===== src/hw/noc_macros.svh =====
/* NoC sizing macros
   Buffer depth, credit width, port count and coordinate width */
`ifndef NOC_MACROS_SVH
`define NOC_MACROS_SVH

// Flits per input buffer, also the reset credit of each output
`define NOC_BUF_DEPTH 8

// Must hold the value NOC_BUF_DEPTH
`define NOC_CREDIT_W 4

// N, E, W and L
`define NOC_NUM_PORTS 4

// Width of each mesh coordinate
`define NOC_COORD_W 3

`endif

===== src/hw/noc_flit_pkg.sv =====
/* Flit-level types
   Flit kind, 16-bit flit and the valid-qualified link */
`include "noc_macros.svh"

package noc_flit_pkg;

  typedef enum logic [1:0] {
    HEAD   = 2'd0,
    BODY   = 2'd1,
    TAIL   = 2'd2,
    SINGLE = 2'd3
  } flit_kind_e;

  // Destination fields only meaningful for HEAD and SINGLE
  typedef struct packed {
    flit_kind_e              kind;
    logic [`NOC_COORD_W-1:0] dest_y;
    logic [`NOC_COORD_W-1:0] dest_x;
    logic [7:0]              payload;
  } flit_t;

  typedef struct packed {
    logic  valid;
    flit_t flit;
  } link_t;

endpackage


===== src/hw/noc_route_pkg.sv =====
/* Routing types
   Port index, router address, per-output grant and the YX route */
`include "noc_macros.svh"

package noc_route_pkg;

  import noc_flit_pkg::*;

  typedef enum logic [1:0] {
    PORT_N = 2'd0,
    PORT_E = 2'd1,
    PORT_W = 2'd2,
    PORT_L = 2'd3
  } port_e;

  typedef struct packed {
    logic [`NOC_COORD_W-1:0] y;
    logic [`NOC_COORD_W-1:0] x;
  } coord_t;

  typedef struct packed {
    logic  valid;
    port_e src;
  } grant_t;

  // Y first; no south port on this edge, so any other row goes north
  function automatic port_e yx_route(flit_t f, coord_t here);
    if (f.dest_y != here.y) return PORT_N;
    if (f.dest_x > here.x) return PORT_E;
    if (f.dest_x < here.x) return PORT_W;
    return PORT_L;
  endfunction

endpackage


===== src/hw/s_edge_router.sv =====
/* South-edge mesh router
   Four ports (N, E, W, L) with input buffers, credits, arbiter and crossbar */
`include "noc_macros.svh"

module s_edge_router (
  input  logic                                      clk,
  input  logic                                      rst_n_i,
  input  noc_route_pkg::coord_t                     router_addr_i,
  input  noc_flit_pkg::link_t  [`NOC_NUM_PORTS-1:0] link_i,
  input  logic                 [`NOC_NUM_PORTS-1:0] credit_i,
  output noc_flit_pkg::link_t  [`NOC_NUM_PORTS-1:0] link_o,
  output logic                 [`NOC_NUM_PORTS-1:0] credit_o
);

  import noc_flit_pkg::*;
  import noc_route_pkg::*;

  flit_t  [`NOC_NUM_PORTS-1:0] head;
  logic   [`NOC_NUM_PORTS-1:0] empty;
  logic   [`NOC_NUM_PORTS-1:0] avail;
  logic   [`NOC_NUM_PORTS-1:0] dec;
  grant_t [`NOC_NUM_PORTS-1:0] grant;

  // One buffer and one counter per port, indexed by port_e
  for (genvar p = 0; p < `NOC_NUM_PORTS; p++) begin : g_port
    // A buffer read frees one upstream slot
    input_buffer u_ib (
      .clk     (clk),
      .rst_n_i (rst_n_i),
      .wr_i    (link_i[p].valid),
      .flit_i  (link_i[p].flit),
      .rd_i    (credit_o[p]),
      .flit_o  (head[p]),
      .empty_o (empty[p])
    );

    credit_counter u_cc (
      .clk     (clk),
      .rst_n_i (rst_n_i),
      .inc_i   (credit_i[p]),
      .dec_i   (dec[p]),
      .avail_o (avail[p])
    );
  end

  switch_arbiter u_arb (
    .clk           (clk),
    .rst_n_i       (rst_n_i),
    .router_addr_i (router_addr_i),
    .head_i        (head),
    .empty_i       (empty),
    .avail_i       (avail),
    .read_o        (credit_o),
    .dec_o         (dec),
    .grant_o       (grant)
  );

  crossbar_switch u_xbar (
    .clk     (clk),
    .rst_n_i (rst_n_i),
    .head_i  (head),
    .grant_i (grant),
    .link_o  (link_o)
  );

endmodule


===== src/hw/crossbar_switch.sv =====
/* Crossbar switch
   Selects the granted head flit per output and registers the link */
`include "noc_macros.svh"

module crossbar_switch (
  input  logic                                       clk,
  input  logic                                       rst_n_i,
  input  noc_flit_pkg::flit_t   [`NOC_NUM_PORTS-1:0] head_i,
  input  noc_route_pkg::grant_t [`NOC_NUM_PORTS-1:0] grant_i,
  output noc_flit_pkg::link_t   [`NOC_NUM_PORTS-1:0] link_o
);

  import noc_flit_pkg::*;

  logic  [`NOC_NUM_PORTS-1:0] valid_q;
  flit_t [`NOC_NUM_PORTS-1:0] flit_q;

  always_ff @(posedge clk) begin
    if (!rst_n_i) begin
      valid_q <= '0;
    end else begin
      for (int o = 0; o < `NOC_NUM_PORTS; o++) begin
        valid_q[o] <= grant_i[o].valid;
      end
    end
  end

  // Data held while idle
  always_ff @(posedge clk) begin
    for (int o = 0; o < `NOC_NUM_PORTS; o++) begin
      if (grant_i[o].valid) begin
        flit_q[o] <= head_i[grant_i[o].src];
      end
    end
  end

  always_comb begin
    for (int o = 0; o < `NOC_NUM_PORTS; o++) begin
      link_o[o].valid = valid_q[o];
      link_o[o].flit  = flit_q[o];
    end
  end

endmodule


===== src/hw/switch_arbiter.sv =====
/* Switch arbiter
   YX routing, wormhole locks and round-robin grant per output */
`include "noc_macros.svh"

module switch_arbiter (
  input  logic                                         clk,
  input  logic                                         rst_n_i,
  input  noc_route_pkg::coord_t                        router_addr_i,
  input  noc_flit_pkg::flit_t   [`NOC_NUM_PORTS-1:0]   head_i,
  input  logic                  [`NOC_NUM_PORTS-1:0]   empty_i,
  input  logic                  [`NOC_NUM_PORTS-1:0]   avail_i,
  output logic                  [`NOC_NUM_PORTS-1:0]   read_o,
  output logic                  [`NOC_NUM_PORTS-1:0]   dec_o,
  output noc_route_pkg::grant_t [`NOC_NUM_PORTS-1:0]   grant_o
);

  import noc_flit_pkg::*;
  import noc_route_pkg::*;

  localparam int NP     = `NOC_NUM_PORTS;
  localparam int PORT_W = $bits(port_e);

  port_e               req_port [NP];
  port_e               route_q  [NP];
  port_e               rr_ptr_q [NP];
  grant_t              lock_q   [NP];
  logic     [NP-1:0]   is_head;

  // Requested output of every input head flit
  always_comb begin
    for (int i = 0; i < NP; i++) begin
      is_head[i] = head_i[i].kind inside {HEAD, SINGLE};
      if (is_head[i]) begin
        req_port[i] = yx_route(head_i[i], router_addr_i);
      end else begin
        req_port[i] = route_q[i];
      end
    end
  end

  always_comb begin
    port_e cand;
    port_e idx;
    logic  found;
    grant_o = '0;
    read_o  = '0;
    dec_o   = '0;
    for (int o = 0; o < NP; o++) begin
      cand  = PORT_N;
      idx   = PORT_N;
      found = 1'b0;
      if (lock_q[o].valid) begin
        // Locked output only serves the rest of its packet
        cand  = lock_q[o].src;
        found = !empty_i[cand] && !is_head[cand] && (req_port[cand] == port_e'(o));
      end else begin
        for (int k = 0; k < NP; k++) begin
          idx = port_e'(rr_ptr_q[o] + PORT_W'(k));
          if (!found && !empty_i[idx] && is_head[idx] && (req_port[idx] == port_e'(o))) begin
            found = 1'b1;
            cand  = idx;
          end
        end
      end
      if (found && avail_i[o]) begin
        grant_o[o].valid = 1'b1;
        grant_o[o].src   = cand;
        read_o[cand]     = 1'b1;
        dec_o[o]         = 1'b1;
      end
    end
  end

  always_ff @(posedge clk) begin
    if (!rst_n_i) begin
      for (int o = 0; o < NP; o++) begin
        lock_q[o]   <= '0;
        rr_ptr_q[o] <= PORT_N;
        route_q[o]  <= PORT_L;
      end
    end else begin
      for (int o = 0; o < NP; o++) begin
        if (grant_o[o].valid) begin
          // Search restarts after the winner
          rr_ptr_q[o] <= port_e'(grant_o[o].src + 1'b1);
          case (head_i[grant_o[o].src].kind)
            HEAD: begin
              lock_q[o].valid              <= 1'b1;
              lock_q[o].src                <= grant_o[o].src;
              route_q[grant_o[o].src]      <= port_e'(o);
            end
            TAIL:    lock_q[o].valid <= 1'b0;
            default: ;
          endcase
        end
      end
    end
  end

endmodule


===== src/hw/credit_counter.sv =====
/* Output credit counter
   Tracks free slots in the downstream buffer of one output */
`include "noc_macros.svh"

module credit_counter (
  input  logic clk,
  input  logic rst_n_i,
  input  logic inc_i,
  input  logic dec_i,
  output logic avail_o
);

  logic [`NOC_CREDIT_W-1:0] count;

  // Downstream buffer starts empty
  always_ff @(posedge clk) begin
    if (!rst_n_i) begin
      count <= `NOC_CREDIT_W'(`NOC_BUF_DEPTH);
    end else begin
      case ({inc_i, dec_i})
        2'b10:   count <= count + 1'b1;
        2'b01:   count <= count - 1'b1;
        default: count <= count;
      endcase
    end
  end

  assign avail_o = (count != '0);

endmodule


===== src/hw/input_buffer.sv =====
/* Input flit buffer
   First-word-fall-through circular FIFO for one router input */
`include "noc_macros.svh"

module input_buffer (
  input  logic                clk,
  input  logic                rst_n_i,
  input  logic                wr_i,
  input  noc_flit_pkg::flit_t flit_i,
  input  logic                rd_i,
  output noc_flit_pkg::flit_t flit_o,
  output logic                empty_o
);

  import noc_flit_pkg::*;

  localparam int PTR_W = $clog2(`NOC_BUF_DEPTH);

  flit_t                    mem [`NOC_BUF_DEPTH];
  logic [PTR_W-1:0]         wr_ptr;
  logic [PTR_W-1:0]         rd_ptr;
  logic [`NOC_CREDIT_W-1:0] count;
  logic                     do_wr;
  logic                     do_rd;

  // Overflow and underflow are dropped, credits keep them from happening
  assign do_wr = wr_i && (count != `NOC_CREDIT_W'(`NOC_BUF_DEPTH));
  assign do_rd = rd_i && (count != '0);

  always_ff @(posedge clk) begin
    if (do_wr) begin
      mem[wr_ptr] <= flit_i;
    end
  end

  always_ff @(posedge clk) begin
    if (!rst_n_i) begin
      wr_ptr <= '0;
      rd_ptr <= '0;
      count  <= '0;
    end else begin
      if (do_wr) wr_ptr <= wr_ptr + 1'b1;
      if (do_rd) rd_ptr <= rd_ptr + 1'b1;
      case ({do_wr, do_rd})
        2'b10:   count <= count + 1'b1;
        2'b01:   count <= count - 1'b1;
        default: count <= count;
      endcase
    end
  end

  // Head flit shown without a read cycle
  assign flit_o  = mem[rd_ptr];
  assign empty_o = (count == '0);

endmodule


===== config.mk =====
export PLATFORM = sky130hd
export DESIGN_NAME = s_edge_router
export DESIGN_NICKNAME = d
export VERILOG_FILES = /design/src/hw/noc_flit_pkg.sv /design/src/hw/noc_route_pkg.sv /design/src/hw/s_edge_router.sv /design/src/hw/crossbar_switch.sv /design/src/hw/switch_arbiter.sv /design/src/hw/credit_counter.sv /design/src/hw/input_buffer.sv
export VERILOG_INCLUDE_DIRS = /design/src /design/src/hw
export SDC_FILE = /design/constraint.sdc
export NUM_CORES = 1
export LEC_CHECK = 0
export CAP_MARGIN = 20
export CORE_AREA = 2 2 331 333
export CTS_CLUSTER_DIAMETER = 80
export DETAILED_ROUTE_END_ITERATION = 8
export DIE_AREA = 0 0 333 335
export DONT_BUFFER_PORTS = 1
export SYNTH_ARGS = -nofsm -noshare
export SYNTH_HDL_FRONTEND = slang
export SYNTH_HIERARCHICAL = 1
export SYNTH_SLANG_ARGS = --single-unit

===== constraint.sdc =====
create_clock -name clk -period 6.2 [get_ports clk]
set_input_delay 1.24 -clock clk [delete_from_list [all_inputs] [get_ports clk]]
set_output_delay 1.24 -clock clk [all_outputs]
set_load 0.05 [all_outputs]

==> results by group <==
Power
  • LEAKAGE: 12.0 nW
  • Max IR drop VDD: 0.394 mV
  • Pwr dens: 509 nW/um^2

Floorplanning
  • Chip height: 335 um
  • Core footprint: 108000 um^2
  • Io pins: 152
  • Placement Rows: 121
  • Die width: 333 um
  • Die area: 112000 um^2
  • Initial core utilization: 0.288

Timing
  • Actual slew at the worst max-slew pin: 1.11 ns
  • Max-slew violation count: 0
  • Fin Setup TNS: 0 ns
  • Relative max-transition margin: 0.256
  • Final Hold Viols: 0
  • Final setup vio count: 0
  • Final period utilization: 0.974
  • Clock skew: 0.0539 ns
  • Min Tclk post-route: 6.04 ns
  • FMAX: 0.166 GHz
  • Final hold slack: 0.500 ns

Synthesis
  • Post-Syn Nets: 2013
  • Synth Area per Inst: 16.6 um^2
  • Synth Area in Compound Gates: 0.0537
  • #FFs+latches synth: 676
  • Largest family of logic cells by synthesized area: multiplexers
  • Area contributors post-synth: edfxtp_1 58%, mux4_2 12%, dfxtp_1 5.1%, mux2_2 2.7%, ha_1 2.3%
  • Ys flop type: edfxtp_1
  • Top-area cell type share of the netlist area: 0.575
  • Cells after Synth: 1877
  • Post-synthesis simple-gate area fraction: 0.0733
  • Biggest area consumer among synthesized cells: edfxtp_1
  • Top post-synthesis cells by count: 596 x edfxtp_1, 170 x mux4_2, 80 x dfxtp_1, 80 x nand2_1, 74 x mux2_2
  • Async set-reset flop share out of synthesis: 0
  • Post-synthesis adder-cell area fraction: 0.0225
  • Mux share of post-synthesis cell area: 0.182
  • Most common cell in the netlist: edfxtp_1
  • Post-synth EDFFs: 596
  • Post-synth cell types: 89
  • Post-synthesis xor/xnor area fraction: 0.0160
  • Syn. warnings: 6
  • Sequential area share after synthesis: 0.627
  • Mapped Area: 31100 um^2

Critical path
  • R2r endpoint: g_port[3].u_ib/count[2]
  • Crit path DAT: 4.80 ns
  • Critical path buffer and inverter count: 8
  • Dominant cell type by count on the critical path: buf_4
  • Crit path max-delay family: buffers and inverters
  • CP endpoint: credit_o[2]
  • Req. time, crit path: 4.96 ns
  • CP Launch Type: flip-flop
  • Crit path largest cell delay: 0.58 ns
  • Critical-path maximum fanout: 11
  • WS Path Type: flip-flop to output pin
  • Critical Path, Cell by Cell: buf_6, buf_4, mux4_2, mux2_4, xnor2_1, buf_4, buf_4, o311ai_0, buf_4, o31ai_1, a221oi_2, or4b_4, inv_1, nand2_1, nand3_2, buf_4, buf_4
  • Crit path max-delay cell type: or4b_4
  • Critical path depth: 17
  • CP endpoint kind: output pin
  • Setup slack, reg-to-reg: 0.59 ns
  • Worst R2R Path Depth: 23

Place
  • Placed insts: 3311
  • Final Wtd Congestion: 0.922
  • Buffers on Ports: 0
  • DPL Wire Length: 61.0 mm

Run status
  • Status: complete, no violations

Global routing
  • Global-route wire length before repair: 125 mm
  • Gr ovfl total: 0
  • Global routing usage on met2: 0.243
  • Vias in the first global route: 18100
  • Initial antenna violation count: 2
  • Largest net degree at the start of global routing: 102
  • Routing usage on met1: 0.197
  • Global router's overall resource usage: 0.154
  • GRT busiest layer: met2
  • GR Util met3: 0.0496

Route
  • DRT Pass-1 Iters: 7
  • Routed vias: 18100
  • Residual DRC: 0
  • Starting DRT DRC Count: 1636
  • Vias per cell: 5.22
  • Aggregate routed wire length: 87.3 mm
  • Avg WL per Cell: 25.1 um
  • DRT antenna net count: 0

Clock tree
  • H-tree lvl count: 3
  • Clock Path Buffers: 3
  • CTS root buffer: clkbuf_16
  • Sink Count: 676
  • Num CTS Buffers: 71
  • Worst-path clk slew: 0.06 ns
  • Clk Latency, worst-skew pair: 0.65 ns
  • CTS tree: done

Cells and area
  • Layout cells sized above 1: 0.298
  • Layout Cells excl Fill: 3475
  • Final #Nets: 2139
  • P&R area growth vs syn: 17.8%

Worst hold path
  • Hold crit path type: flip-flop to flip-flop

Run
  • Max Cap Violations: 0
[layout by cell type, fill, tap and decap left out, types with 7 or more instances in the layout]
cell type and count:
ha_1 56, clkbuf_16 73, a211o_1 8, buf_6 8, nor2b_1 29, a31oi_1 14
nand2_1 80, mux2_4 14, o31ai_1 8, nor4_1 15, o21ai_0 26, mux4_1 24
nor3_2 7, nand3_1 19, or3_1 22, xnor2_1 20, nor3_4 12, clkinv_2 12
nand3b_1 8, and2_1 38, xor2_1 25, buf_4 129, mux2_2 61, dfxtp_1 75
mux2i_1 32, nand4_1 16, nor3_1 16, clkbuf_1 16, nand2b_1 30, and3_1 16
edfxtp_1 596, mux4_2 170, clkinv_1 8, inv_1 53, a21oi_1 42, nor2_1 45
[stage by stage]
stage / cell area [um^2] / setup slack, ns / util / power, W
global placement: 33500 / 0.0519 / 0.310 / 0.0138
global route: 36600 / -0.0222 / 0.339 / 0.0194
finish: 36600 / 0.163 / 0.339 / 0.0186
CTS: 36000 / 0.000500 / 0.333 / 0.0184
detailed placement: 33500 / 0.0399 / 0.310 / 0.0140
floorplan: 31100 / 0.236 / - / 0.0114
[tightest hold or removal path: cells and delay by family, from the launching register on]
kind / cells / cell delay [ns]
muxes: 1 / 0.05
DFF: 1 / 0.33
and+or+nand+nor: 1 / 0.07
[timing repair]
item / in CTS / in global routing
setup endpoints to repair: 4 / 4
pin swaps: 3 / 8
buffers inserted: 6 / 21
gates cloned: 0 / 1
hold buffers: 0 / 0
resized for setup: 34 / 68
[layout make-up]
type | instances | area (um^2)
antenna | 2 | 5.00
clock buffer | 89 | 1880
clock inverter | 40 | 472
fill | 10200 | 71500
inverter | 55 | 206
multi-input combinational | 1050 | 11500
sequential | 676 | 19500
tap | 1414 | 1770
timing repair buffer | 149 | 1300
[cell families (layout without fill, tap and decap cells)]
logic type | after synthesis | in the layout
buffers and inverters | 151 | 333
AND/OR/NAND/NOR | 414 | 414
flip-flops | 676 | 676
other | 0 | 2
XOR/XNOR | 55 | 55
multiplexers | 305 | 305
adder cells (fa/ha/maj) | 56 | 56
AO/OA/AOI/OAI | 220 | 220
[report_power, final]
group	internal, W	total, W	leakage (nW)	switching (W)
clock network	0.00244	0.00425	1.13	0.00181
registers	0.00584	0.00728	6.13	0.00143
logic	0.00307	0.00711	4.69	0.00404
total	0.0113	0.0186	12.0	0.00728
[routing by layer]
metal	routed length [um]	share of wire
met1	36500	0.42
met2	40000	0.46
met3	8100	0.093
met4	2700	0.031
met5	0	0
[worst min-delay path by stage]
stage | startpoint | to | depth (start not counted)
after detailed placement | g_port[2].u_ib/count[3] | g_port[2].u_ib/count[3] | 2
after CTS | g_port[2].u_ib/count[3] | g_port[2].u_ib/count[3] | 2
after global routing | g_port[2].u_ib/count[3] | g_port[2].u_ib/count[3] | 2
final | g_port[0].u_ib/count[3] | g_port[0].u_ib/count[3] | 2
after global placement | g_port[3].u_ib/count[3] | g_port[3].u_ib/count[3] | 2
after floorplan | g_port[0].u_ib/count[3] | g_port[0].u_ib/count[3] | 2
[sequential cells by signal, indices dropped and copies added, names as in the netlist, 8 cells and up, named ones only]
register / count
u_xbar/link_o: 64
g_port.u_ib/wr_ptr: 12
u_arb/rr_ptr_q: 8
u_arb/route_q: 8
g_port.u_ib/mem: 512
g_port.u_ib/count: 16
g_port.u_ib/rd_ptr: 12
u_arb/lock_q: 12
g_port.u_cc/count: 16
Power figures use the tool's default switching activity.
